<file path="config.mk">
export PLATFORM = sky130hd
export DESIGN_NAME = controller_standby
export DESIGN_NICKNAME = d
export VERILOG_FILES = /design/src/design/standby_pkg.sv /design/src/design/tti_mode_ctrl.sv /design/src/design/rx_word_to_byte.sv /design/src/design/tx_byte_to_word.sv /design/src/design/controller_standby.sv
export VERILOG_INCLUDE_DIRS = /design/src /design/src/include
export SDC_FILE = /design/constraint.sdc
export NUM_CORES = 1
export LEC_CHECK = 0
export BUFFER_PORTS_ARGS = -buffer_cell sky130_fd_sc_hd__buf_4
export CAP_MARGIN = 20
export CORE_AREA = 2 2 101 103
export CTS_CLUSTER_SIZE = 8
export DETAILED_ROUTE_END_ITERATION = 6
export DIE_AREA = 0 0 103 105
export PLACE_DENSITY_LB_ADDON = 0.1
export SLEW_MARGIN = 30
export SYNTH_ARGS = -nofsm -noshare
export SYNTH_HDL_FRONTEND = slang
export SYNTH_SLANG_ARGS = --single-unit
export TNS_END_PERCENT = 30
</file>
<file path="constraint.sdc">
create_clock -name clk_i -period 1.9 [get_ports clk_i]
set_input_delay 0.095 -clock clk_i [delete_from_list [all_inputs] [get_ports clk_i]]
set_output_delay 0.095 -clock clk_i [all_outputs]
set_load 0.005 [all_outputs]
</file>
<file path="src/include/standby_macros.svh">
// Width and lane-count macros for the standby TTI front end, included by RTL and testbench
`ifndef STANDBY_MACROS_SVH
`define STANDBY_MACROS_SVH

// Queue data byte
`define BYTE_W 8

// I2C engine TTI word
`define WORD_W 32

// Bytes per I2C word and the width of a byte index
`define LANES 4
`define LANE_W 2

// RX descriptor
`define DESC_W 32

// Received address including the RnW bit
`define ADDR_W 8

`endif

</file>
<file path="src/design/standby_pkg.sv">
// Shared types of the standby TTI front end, referenced by scoped name from RTL and testbench
`include "standby_macros.svh"

package standby_pkg;

  // One entry of the RX or TX data queue
  typedef logic [`BYTE_W-1:0] tti_byte_t;

  // I2C word, seen whole by the engine and per lane by the converters
  // Lane 0 sits in the low bits
  typedef union packed {
    logic [`WORD_W-1:0] word;
    tti_byte_t [`LANES-1:0] lanes;
  } tti_word_u;

  // Active protocol engine
  typedef enum logic {
    BUS_I2C = 1'b0,
    BUS_I3C = 1'b1
  } bus_mode_e;

endpackage

</file>
<file path="src/design/tti_mode_ctrl.sv">
// Mode select and queue routing between the I2C and I3C engines, with the sticky error flag
`timescale 1ns/1ps
`include "standby_macros.svh"

module tti_mode_ctrl (
  input  logic                   clk_i,
  input  logic                   rst_ni,
  input  logic                   i3c_active_en_i,
  input  logic                   i3c_standby_en_i,
  input  logic                   parity_err_i,
  input  logic                   get_status_done_i,
  // I3C engine
  input  logic                   i3c_rx_desc_valid_i,
  input  logic                   i3c_rx_valid_i,
  input  logic [`DESC_W-1:0]     i3c_rx_desc_data_i,
  input  standby_pkg::tti_byte_t i3c_rx_data_i,
  input  logic                   i3c_tx_desc_ready_i,
  input  logic                   i3c_tx_ready_i,
  input  logic                   i3c_tx_flush_i,
  input  logic                   i3c_ibi_ready_i,
  input  logic                   i3c_start_i,
  input  logic                   i3c_rstart_i,
  input  logic                   i3c_stop_i,
  input  logic [`ADDR_W-1:0]     i3c_addr_i,
  input  logic                   i3c_addr_valid_i,
  // I2C engine
  input  logic                   i2c_rx_desc_valid_i,
  input  logic [`DESC_W-1:0]     i2c_rx_desc_data_i,
  input  logic                   i2c_tx_desc_ready_i,
  input  logic                   i2c_start_i,
  input  logic                   i2c_rstart_i,
  input  logic                   i2c_stop_i,
  input  logic [`ADDR_W-1:0]     i2c_addr_i,
  input  logic                   i2c_addr_valid_i,
  // Width converters
  input  logic                   conv_rx_valid_i,
  input  standby_pkg::tti_byte_t conv_rx_data_i,
  input  logic                   conv_tx_ready_i,
  // Queues
  input  logic                   rx_queue_wready_i,
  input  logic                   tx_queue_rvalid_i,
  input  logic                   ibi_queue_rvalid_i,
  input  logic                   ibi_queue_full_i,
  input  logic                   ibi_queue_empty_i,
  output logic                   rx_desc_queue_wvalid_o,
  output logic [`DESC_W-1:0]     rx_desc_queue_wdata_o,
  output logic                   rx_queue_wvalid_o,
  output standby_pkg::tti_byte_t rx_queue_wdata_o,
  output logic                   tx_desc_queue_rready_o,
  output logic                   tx_queue_rready_o,
  output logic                   tx_queue_flush_o,
  output logic                   ibi_queue_rready_o,
  output logic                   bus_start_o,
  output logic                   bus_rstart_o,
  output logic                   bus_stop_o,
  output logic [`ADDR_W-1:0]     bus_addr_o,
  output logic                   bus_addr_valid_o,
  output logic                   conv_rx_ready_o,
  output logic                   conv_tx_valid_o,
  output logic                   i3c_ibi_rvalid_o,
  output logic                   i3c_ibi_full_o,
  output logic                   i3c_ibi_empty_o,
  output logic                   err_o
);

  standby_pkg::bus_mode_e mode;
  logic                   i3c_sel;

  // Any I3C enable hands the queues to the I3C engine
  assign mode = (i3c_active_en_i | i3c_standby_en_i) ? standby_pkg::BUS_I3C
                                                     : standby_pkg::BUS_I2C;
  assign i3c_sel = (mode == standby_pkg::BUS_I3C);

  always_comb begin
    rx_desc_queue_wvalid_o = i3c_sel ? i3c_rx_desc_valid_i : i2c_rx_desc_valid_i;
    rx_desc_queue_wdata_o  = i3c_sel ? i3c_rx_desc_data_i : i2c_rx_desc_data_i;
    // I2C data arrives through the word-to-byte converter
    rx_queue_wvalid_o      = i3c_sel ? i3c_rx_valid_i : conv_rx_valid_i;
    rx_queue_wdata_o       = i3c_sel ? i3c_rx_data_i : conv_rx_data_i;
    tx_desc_queue_rready_o = i3c_sel ? i3c_tx_desc_ready_i : i2c_tx_desc_ready_i;
    tx_queue_rready_o      = i3c_sel ? i3c_tx_ready_i : conv_tx_ready_i;
    tx_queue_flush_o       = i3c_sel ? i3c_tx_flush_i : 1'b0;

    bus_start_o      = i3c_sel ? i3c_start_i : i2c_start_i;
    bus_rstart_o     = i3c_sel ? i3c_rstart_i : i2c_rstart_i;
    bus_stop_o       = i3c_sel ? i3c_stop_i : i2c_stop_i;
    bus_addr_o       = i3c_sel ? i3c_addr_i : i2c_addr_i;
    bus_addr_valid_o = i3c_sel ? i3c_addr_valid_i : i2c_addr_valid_i;

    // IBI queue is invisible to the I3C engine in I2C mode
    i3c_ibi_rvalid_o   = i3c_sel ? ibi_queue_rvalid_i : 1'b0;
    i3c_ibi_full_o     = i3c_sel ? ibi_queue_full_i : 1'b0;
    i3c_ibi_empty_o    = i3c_sel ? ibi_queue_empty_i : 1'b0;
    ibi_queue_rready_o = i3c_sel ? i3c_ibi_ready_i : 1'b0;

    conv_rx_ready_o = rx_queue_wready_i;
    // Keep TX bytes out of the packer while I3C owns the queue
    conv_tx_valid_o = i3c_sel ? 1'b0 : tx_queue_rvalid_i;
  end

  // Sticky until GET STATUS completes, clear has priority
  always_ff @(posedge clk_i or negedge rst_ni) begin
    if (!rst_ni) begin
      err_o <= 1'b0;
    end else if (get_status_done_i) begin
      err_o <= 1'b0;
    end else if (parity_err_i) begin
      err_o <= 1'b1;
    end
  end

endmodule

</file>
<file path="src/design/rx_word_to_byte.sv">
// Splits I2C RX words into bytes for the RX data queue, lane 0 first
`timescale 1ns/1ps
`include "standby_macros.svh"

module rx_word_to_byte (
  input  logic                   clk_i,
  input  logic                   rst_ni,
  input  logic                   word_valid_i,
  output logic                   word_ready_o,
  input  standby_pkg::tti_word_u word_data_i,
  output logic                   byte_valid_o,
  input  logic                   byte_ready_i,
  output standby_pkg::tti_byte_t byte_data_o
);

  standby_pkg::tti_word_u word_q;
  logic [`LANE_W-1:0]     lane_q;
  logic                   full_q;
  logic                   word_take;
  logic                   byte_take;
  logic                   last_lane;

  // Only an empty buffer accepts a word
  assign word_ready_o = ~full_q;
  assign word_take    = word_valid_i & ~full_q;

  assign byte_valid_o = full_q;
  assign byte_data_o  = word_q.lanes[lane_q];
  assign byte_take    = full_q & byte_ready_i;
  assign last_lane    = (lane_q == `LANE_W'(`LANES - 1));

  always_ff @(posedge clk_i or negedge rst_ni) begin
    if (!rst_ni) begin
      full_q <= 1'b0;
      lane_q <= '0;
    end else if (word_take) begin
      full_q <= 1'b1;
      lane_q <= '0;
    end else if (byte_take) begin
      if (last_lane) begin
        full_q <= 1'b0;
        lane_q <= '0;
      end else begin
        lane_q <= lane_q + 1'b1;
      end
    end
  end

  always_ff @(posedge clk_i or negedge rst_ni) begin
    if (!rst_ni) begin
      word_q <= '0;
    end else if (word_take) begin
      word_q <= word_data_i;
    end
  end

endmodule

</file>
<file path="src/design/tx_byte_to_word.sv">
// Packs TX data queue bytes into I2C words, first byte in lane 0
`timescale 1ns/1ps
`include "standby_macros.svh"

module tx_byte_to_word (
  input  logic                   clk_i,
  input  logic                   rst_ni,
  input  logic                   byte_valid_i,
  output logic                   byte_ready_o,
  input  standby_pkg::tti_byte_t byte_data_i,
  output logic                   word_valid_o,
  input  logic                   word_ready_i,
  output standby_pkg::tti_word_u word_data_o
);

  standby_pkg::tti_word_u word_q;
  logic [`LANE_W-1:0]     lane_q;
  logic                   full_q;
  logic                   byte_take;
  logic                   word_take;
  logic                   last_lane;

  // Intake stalls while a complete word waits for the engine
  assign byte_ready_o = ~full_q;
  assign byte_take    = byte_valid_i & ~full_q;

  assign word_valid_o = full_q;
  assign word_data_o  = word_q;
  assign word_take    = full_q & word_ready_i;
  assign last_lane    = (lane_q == `LANE_W'(`LANES - 1));

  always_ff @(posedge clk_i or negedge rst_ni) begin
    if (!rst_ni) begin
      full_q <= 1'b0;
      lane_q <= '0;
    end else if (byte_take) begin
      if (last_lane) begin
        full_q <= 1'b1;
        lane_q <= '0;
      end else begin
        lane_q <= lane_q + 1'b1;
      end
    end else if (word_take) begin
      full_q <= 1'b0;
    end
  end

  always_ff @(posedge clk_i or negedge rst_ni) begin
    if (!rst_ni) begin
      word_q <= '0;
    end else if (byte_take) begin
      word_q.lanes[lane_q] <= byte_data_i;
    end
  end

endmodule

</file>
<file path="src/design/controller_standby.sv">
// Standby target TTI front end top, joins mode control and the I2C width converters
`timescale 1ns/1ps
`include "standby_macros.svh"

module controller_standby (
  input  logic                   clk_i,
  input  logic                   rst_ni,
  input  logic                   i3c_active_en_i,
  input  logic                   i3c_standby_en_i,
  input  logic                   parity_err_i,
  input  logic                   get_status_done_i,
  // I3C engine
  input  logic                   i3c_rx_desc_valid_i,
  input  logic                   i3c_rx_valid_i,
  input  logic [`DESC_W-1:0]     i3c_rx_desc_data_i,
  input  standby_pkg::tti_byte_t i3c_rx_data_i,
  input  logic                   i3c_tx_desc_ready_i,
  input  logic                   i3c_tx_ready_i,
  input  logic                   i3c_tx_flush_i,
  input  logic                   i3c_ibi_ready_i,
  input  logic                   i3c_start_i,
  input  logic                   i3c_rstart_i,
  input  logic                   i3c_stop_i,
  input  logic [`ADDR_W-1:0]     i3c_addr_i,
  input  logic                   i3c_addr_valid_i,
  output standby_pkg::tti_byte_t i3c_tx_data_o,
  output logic                   i3c_ibi_rvalid_o,
  output logic                   i3c_ibi_full_o,
  output logic                   i3c_ibi_empty_o,
  // I2C engine
  input  logic                   i2c_rx_desc_valid_i,
  input  logic [`DESC_W-1:0]     i2c_rx_desc_data_i,
  input  logic                   i2c_tx_desc_ready_i,
  input  logic                   i2c_start_i,
  input  logic                   i2c_rstart_i,
  input  logic                   i2c_stop_i,
  input  logic [`ADDR_W-1:0]     i2c_addr_i,
  input  logic                   i2c_addr_valid_i,
  input  logic                   i2c_rx_valid_i,
  output logic                   i2c_rx_ready_o,
  input  standby_pkg::tti_word_u i2c_rx_data_i,
  output logic                   i2c_tx_valid_o,
  input  logic                   i2c_tx_ready_i,
  output standby_pkg::tti_word_u i2c_tx_data_o,
  // Queues
  input  logic                   rx_queue_wready_i,
  input  logic                   tx_queue_rvalid_i,
  input  standby_pkg::tti_byte_t tx_queue_rdata_i,
  input  logic                   ibi_queue_rvalid_i,
  input  logic                   ibi_queue_full_i,
  input  logic                   ibi_queue_empty_i,
  output logic                   rx_desc_queue_wvalid_o,
  output logic [`DESC_W-1:0]     rx_desc_queue_wdata_o,
  output logic                   rx_queue_wvalid_o,
  output standby_pkg::tti_byte_t rx_queue_wdata_o,
  output logic                   tx_desc_queue_rready_o,
  output logic                   tx_queue_rready_o,
  output logic                   tx_queue_flush_o,
  output logic                   ibi_queue_rready_o,
  output logic                   bus_start_o,
  output logic                   bus_rstart_o,
  output logic                   bus_stop_o,
  output logic [`ADDR_W-1:0]     bus_addr_o,
  output logic                   bus_addr_valid_o,
  output logic                   err_o
);

  // Byte side of the converters
  logic                   conv_rx_valid;
  logic                   conv_rx_ready;
  standby_pkg::tti_byte_t conv_rx_data;
  logic                   conv_tx_valid;
  logic                   conv_tx_ready;

  // I3C engine reads TX bytes straight from the queue
  assign i3c_tx_data_o = tx_queue_rdata_i;

  tti_mode_ctrl u_mode_ctrl (
    .clk_i                  (clk_i),
    .rst_ni                 (rst_ni),
    .i3c_active_en_i        (i3c_active_en_i),
    .i3c_standby_en_i       (i3c_standby_en_i),
    .parity_err_i           (parity_err_i),
    .get_status_done_i      (get_status_done_i),
    .i3c_rx_desc_valid_i    (i3c_rx_desc_valid_i),
    .i3c_rx_valid_i         (i3c_rx_valid_i),
    .i3c_rx_desc_data_i     (i3c_rx_desc_data_i),
    .i3c_rx_data_i          (i3c_rx_data_i),
    .i3c_tx_desc_ready_i    (i3c_tx_desc_ready_i),
    .i3c_tx_ready_i         (i3c_tx_ready_i),
    .i3c_tx_flush_i         (i3c_tx_flush_i),
    .i3c_ibi_ready_i        (i3c_ibi_ready_i),
    .i3c_start_i            (i3c_start_i),
    .i3c_rstart_i           (i3c_rstart_i),
    .i3c_stop_i             (i3c_stop_i),
    .i3c_addr_i             (i3c_addr_i),
    .i3c_addr_valid_i       (i3c_addr_valid_i),
    .i2c_rx_desc_valid_i    (i2c_rx_desc_valid_i),
    .i2c_rx_desc_data_i     (i2c_rx_desc_data_i),
    .i2c_tx_desc_ready_i    (i2c_tx_desc_ready_i),
    .i2c_start_i            (i2c_start_i),
    .i2c_rstart_i           (i2c_rstart_i),
    .i2c_stop_i             (i2c_stop_i),
    .i2c_addr_i             (i2c_addr_i),
    .i2c_addr_valid_i       (i2c_addr_valid_i),
    .conv_rx_valid_i        (conv_rx_valid),
    .conv_rx_data_i         (conv_rx_data),
    .conv_tx_ready_i        (conv_tx_ready),
    .rx_queue_wready_i      (rx_queue_wready_i),
    .tx_queue_rvalid_i      (tx_queue_rvalid_i),
    .ibi_queue_rvalid_i     (ibi_queue_rvalid_i),
    .ibi_queue_full_i       (ibi_queue_full_i),
    .ibi_queue_empty_i      (ibi_queue_empty_i),
    .rx_desc_queue_wvalid_o (rx_desc_queue_wvalid_o),
    .rx_desc_queue_wdata_o  (rx_desc_queue_wdata_o),
    .rx_queue_wvalid_o      (rx_queue_wvalid_o),
    .rx_queue_wdata_o       (rx_queue_wdata_o),
    .tx_desc_queue_rready_o (tx_desc_queue_rready_o),
    .tx_queue_rready_o      (tx_queue_rready_o),
    .tx_queue_flush_o       (tx_queue_flush_o),
    .ibi_queue_rready_o     (ibi_queue_rready_o),
    .bus_start_o            (bus_start_o),
    .bus_rstart_o           (bus_rstart_o),
    .bus_stop_o             (bus_stop_o),
    .bus_addr_o             (bus_addr_o),
    .bus_addr_valid_o       (bus_addr_valid_o),
    .conv_rx_ready_o        (conv_rx_ready),
    .conv_tx_valid_o        (conv_tx_valid),
    .i3c_ibi_rvalid_o       (i3c_ibi_rvalid_o),
    .i3c_ibi_full_o         (i3c_ibi_full_o),
    .i3c_ibi_empty_o        (i3c_ibi_empty_o),
    .err_o                  (err_o)
  );

  // 32 to 8 on the RX data path
  rx_word_to_byte u_rx_conv (
    .clk_i        (clk_i),
    .rst_ni       (rst_ni),
    .word_valid_i (i2c_rx_valid_i),
    .word_ready_o (i2c_rx_ready_o),
    .word_data_i  (i2c_rx_data_i),
    .byte_valid_o (conv_rx_valid),
    .byte_ready_i (conv_rx_ready),
    .byte_data_o  (conv_rx_data)
  );

  // 8 to 32 on the TX data path
  tx_byte_to_word u_tx_conv (
    .clk_i        (clk_i),
    .rst_ni       (rst_ni),
    .byte_valid_i (conv_tx_valid),
    .byte_ready_o (conv_tx_ready),
    .byte_data_i  (tx_queue_rdata_i),
    .word_valid_o (i2c_tx_valid_o),
    .word_ready_i (i2c_tx_ready_i),
    .word_data_o  (i2c_tx_data_o)
  );

endmodule

</file>
## Word-level counts from Yosys, hierarchy flattened

Index checks and enable logic that the tools add are counted.

- Register bits: 71
- Logic and storage cells: 64

- Magnitude comparators: 3
- Mux-type cells: 35
- Bitwise operators: 7
- Equality and inequality tests: 3
- Reduce and logical (&&, ||, !) cells: 7
- Add/sub/neg operators: 2

Operator list:

| operator | count |
|---|---|
| bitwise mux 32 bit | 1 |
| two-way mux 32 bit | 1 |
| two-way mux 8 bit | 4 |
| two-way mux 1 bit | 23 |
| binary-select mux 8 bit (select 2 bit) | 1 |
| demux 8 bit (select 2 bit) | 1 |
| two-way mux 2 bit | 4 |
| nonzero test 2 bit | 4 |
| less-than comparator 2 x 3 -> 1 bit (second input constant) | 2 |
| adder 2 x 1 -> 2 bit (second input constant) | 2 |
| bitwise AND 1 bit | 4 |
| == test 2 bit (second input constant) | 2 |
| AND reduction 2 bit | 2 |
| greater-or-equal comparator 2 x 1 -> 1 bit (second input constant) | 1 |
| inequality test 2 bit (second input constant) | 1 |
| NOT 1 bit | 2 |
| logical AND 1 bit | 1 |
| OR 1 bit | 1 |

## Longest topological paths before layout

- Word-level depth: 6
- Mapped depth: 4
- Depth with buffers taken out: 4

## By module

A second synthesis with hierarchy kept.

- Cells, all modules: 256
- Area total of the unflattened synthesis: 4,234.1 sq um

By module, submodules not included:

| module | times used | area an instance (sq um) | seq. area each (sq um) | cells each |
|---|---|---|---|---|
| rx_word_to_byte | 1 | 1,694.1 | 875.8 | 91 |
| tx_byte_to_word | 1 | 1,433.9 | 875.8 | 84 |
| tti_mode_ctrl | 1 | 1,046.0 | 25.0 | 73 |
| controller_standby | 1 | 60.1 | 0.0 | 8 |

## Worst setup path before layout

No wires, ideal clock.

- Path kind: flip-flop to flip-flop
- From: register u_tx_conv.full_q, in the netlist u_tx_conv.word_valid_o
- To: register u_tx_conv.word_q (netlist bit u_tx_conv.word_data_o[0])
- Setup time: 128 ps
- Setup slack: 361 ps
- Path buffers: 0
- Arrival: 1,412 ps
- Data required time: 1,772 ps
- Cell stages (with the launch flop): 4
- Period minus slack after synthesis: 1,539 ps
- Cell sequence: dfrtp_1 > nor4b_4 > nand2_2 > mux2_1

- Cells in the longest elaborated chain, start to end: 2

RTL lines:

| item | RTL line | RTL |
|---|---|---|
| start, declared | tx_byte_to_word.sv:18 | `logic full_q;` |
| start signal, assigned | tx_byte_to_word.sv:34 | `full_q <= 1'b0;` |
| start signal, assigned | tx_byte_to_word.sv:38 | `full_q <= 1'b1;` |
| start signal, assigned | tx_byte_to_word.sv:44 | `full_q <= 1'b0;` |
| NOT 1 bit | tx_byte_to_word.sv:25 | `assign byte_take = byte_valid_i & ~full_q;` |
| bitwise AND 1 bit | tx_byte_to_word.sv:25 |  |
| end, declared | tx_byte_to_word.sv:16 | `standby_pkg::tti_word_u word_q;` |

Every way passes these cells.
A chain may end at the register's enable or synchronous reset.

## Worst setup path after layout

- From: register u_rx_conv.lane_q[0]
- To: output rx_queue_wdata_o[7]

- Cells in the longest elaborated chain, start to end: 3

RTL lines:

| item | RTL line | RTL |
|---|---|---|
| start, declared | rx_word_to_byte.sv:17 | `` logic [`LANE_W-1:0] lane_q; `` |
| start signal, assigned | rx_word_to_byte.sv:44 | `lane_q <= lane_q + 1'b1;` |
| binary-select mux 8 bit (select 2 bit) | rx_word_to_byte.sv:28 | `assign byte_data_o = word_q.lanes[lane_q];` |
| two-way mux 8 bit (not written as such) | rx_word_to_byte.sv:28 |  |
| two-way mux 8 bit | tti_mode_ctrl.sv:79 | `rx_queue_wdata_o = i3c_sel ? i3c_rx_data_i : conv_rx_data_i;` |
| end, declared | controller_standby.sv:55 | `output standby_pkg::tti_byte_t rx_queue_wdata_o,` |

Every way passes these cells. The select of a mux whose other input is x is not followed.

==> reports/results.ini <==
[finish]
final_nets=716
syn2layout_area_growth_pct=73.7
drive_above_1_share=0.744
layout_commonest_cell=buf_4
final_area_um2=6390
diodes=0
final_cell_mix=buf_4 (256), mux2_2 (110), dfrtp_1 (69)

[cts]
clk_latency_ns=0.34
cts_tree=done
clockBufferDepth=2
cts_setup_buffers=0
numCtsBuffers=9
htreeDepth=3
clk_pin_slew_ns=0.07
cts_sinks=71
root_buffer=clkbuf_8

[placement]
dp_hpwl_um=8810
gp_congestion=0.725
placed_area_um2=5760
portBuffers=260

[worst_setup_path]
crit_chain=clkbuf_16, mux4_2, mux2_4, buf_6
crit_fanout=4
critPathSlowestCell=mux4_2
worstSetupEndpointType=output pin
ff2ff_path_depth=4
critPathKind=flop to output pin
r2r-end=u_tx_conv.word_data_o[21]$_DFFE_PN0P_
slowest_delay_ns=0.49
cp.arrival_ns=1.78
r2r_start=u_tx_conv.word_valid_o$_DFFE_PN0P_
critPathRequiredTime_ns=1.80
startpoint_type=flop
r2r_setup_slack_ns=0.37

[global_route]
grt_overflow=0
grt_pass1_wl_um=17400
antenna_found_initial=0
first_global_vias=3444
grt_max_degree=72
track_usage=0.210

[yosys]
synthMuxAreaShare=0.419
synthXorXnorAreaFrac=0
synth-seq-cells=71
ys_seq_area_frac=0.483
yosys.area_share.simple=0.0347
synth.avg_cell_area_um2=14.3
synth.net_count=420
synthAdderAreaFrac=0.0170
synth_top_family_by_area=multiplexers
syn_inst=258
ys_types=19
syn_area_um2=3680
synth_compound_area_frac=0.00986
yosysWarnings=0

[floorplanning]
die_w_um=103
core_um2=9640
fp-row-count=36
die_area_um2=10800
die_height_um=105
initial_core_util=0.382
io_pins=261

[routing]
wl_um=11600
wl_per_cell_um=16.9
antenna_left=0
drt_first_pass_iters=4
drc=0
vias_per_cell=4.69
vias=3239
first_iter_violations=103

[sta]
timing.slew.headroom=0.576
fin_crit_sh=0.988
maxSlewViolCount=0
worstMarginPinSlew_ns=0.636
period_needed_ns=1.88
fmax_mhz=533
rsz0062_at_grt=true
finalHoldViolCount=0
fin_skew_ns=0.0105
setup_violations=0

[flow_run]
drv_cap=0

[hold_path]
worstHoldStart=tx_queue_rdata_i[0]
whs_path_depth=2
whs_endpoint=u_tx_conv.word_data_o[0]$_DFFE_PN0P_
min_path_type=input port to flop

[status]
status=finished clean

[power]
leakage_uw=0.00310
vdd_drop_max_uv=655
finalPower_uw=6560
power.density_nw_per_um2=1030

==> registers in the layout (all words and copies together) (netlist names) <==
name                    cells
u_tx_conv.word_data_o      32
u_rx_conv.word_q           32
u_tx_conv.lane_q            2
u_rx_conv.byte_valid_o      1
u_rx_conv.lane_q            2
u_mode_ctrl.err_o           1
u_tx_conv.word_valid_o      1
==> report_power, final <==
part	switching (uW)	internal (uW)
Sequential	431	2240
Combinational	901	1960
Clock	561	461
Total	1890	4670
==> layout make-up <==
cell class              instances  area [um^2]
multi-input cells             162         1800
clock inverters                 6         38.8
repair buffers                305         2470
well taps                     133          166
flip-flops and latches         71         1780
clock buffers                   9          124
fillers                       778         3250
inverters                       5         18.8
==> cells in the mapped netlist, drive strengths merged <==
library cell	count	area [um^2]
nand2	8	40.0
a21oi	1	5.00
buf	18	110
inv	5	18.8
nor2	5	18.8
mux4	8	180
mux2i	1	10.0
mux2	120	1350
nor3b	1	7.51
nor4b	1	23.8
clkbuf	2	7.51
a31oi	1	6.26
ha	5	62.6
nor2b	6	37.5
o21ai	5	25.0
dfrtp	71	1780
==> cell families after synthesis <==
group / Yosys count
fa+ha+maj: 5
buf+inv: 25
flops: 71
compound gates: 7
mux: 129
simple gates: 21
==> routing by layer <==
layer,track usage,vias up,share of wire
li1,-,1514,-
met1,0.232,1587,0.38
met2,0.390,124,0.54
met3,0.0488,14,0.069
met4,0.0648,0,0.014
met5,0,-,0
==> worst max path at each step <==
stage / startpoint / end / slack (ns) / cells after the start
floorplan: u_tx_conv.word_valid_o$_DFFE_PN0P_ / u_tx_conv.word_data_o[0]$_DFFE_PN0P_ / 0.36 / 3
global placement: u_rx_conv.lane_q[0]$_DFFE_PN0P_ / rx_queue_wdata_o[2] / 0.35 / 4
detailed placement: u_rx_conv.lane_q[0]$_DFFE_PN0P_ / rx_queue_wdata_o[7] / 0.33 / 4
CTS: u_rx_conv.lane_q[0]$_DFFE_PN0P_ / rx_queue_wdata_o[2] / 0.0004 / 4
global route: u_rx_conv.lane_q[0]$_DFFE_PN0P_ / rx_queue_wdata_o[6] / -0.04 / 4
finish: u_rx_conv.lane_q[0]$_DFFE_PN0P_ / rx_queue_wdata_o[7] / 0.02 / 4
==> critical path, delay by kind of cell, from the launching register on <==
family,cells,cell delay (ns)
mux,2,0.77
flops,1,0.41
buf+inv,2,0.28
==> through the flow <==
stage / hold WS (ns) / TNS [ns] / cells / setup WS, ns / util
final: 0.0209 / 0 / 691 / 0.0236 / 0.663
after global routing: 0.0135 / -0.183 / 691 / -0.0370 / 0.663
after CTS: 0.00182 / 0 / 690 / 0.000447 / 0.657
after detailed placement: 0.248 / 0 / 637 / 0.328 / 0.598
after global placement: 0.246 / 0 / 637 / 0.347 / 0.598
after floorplan: -0.201 / 0 / 258 / 0.361 / -
==> what timing repair did <==
action | in CTS | in global routing
gates cloned | 0 | 1
setup endpoints to repair | 8 | 8
gates resized for setup | 9 | 8
hold buffers | 38 | 0
endpoints found under the hold margin | 107 | 0
Power figures use the tool's default switching activity.
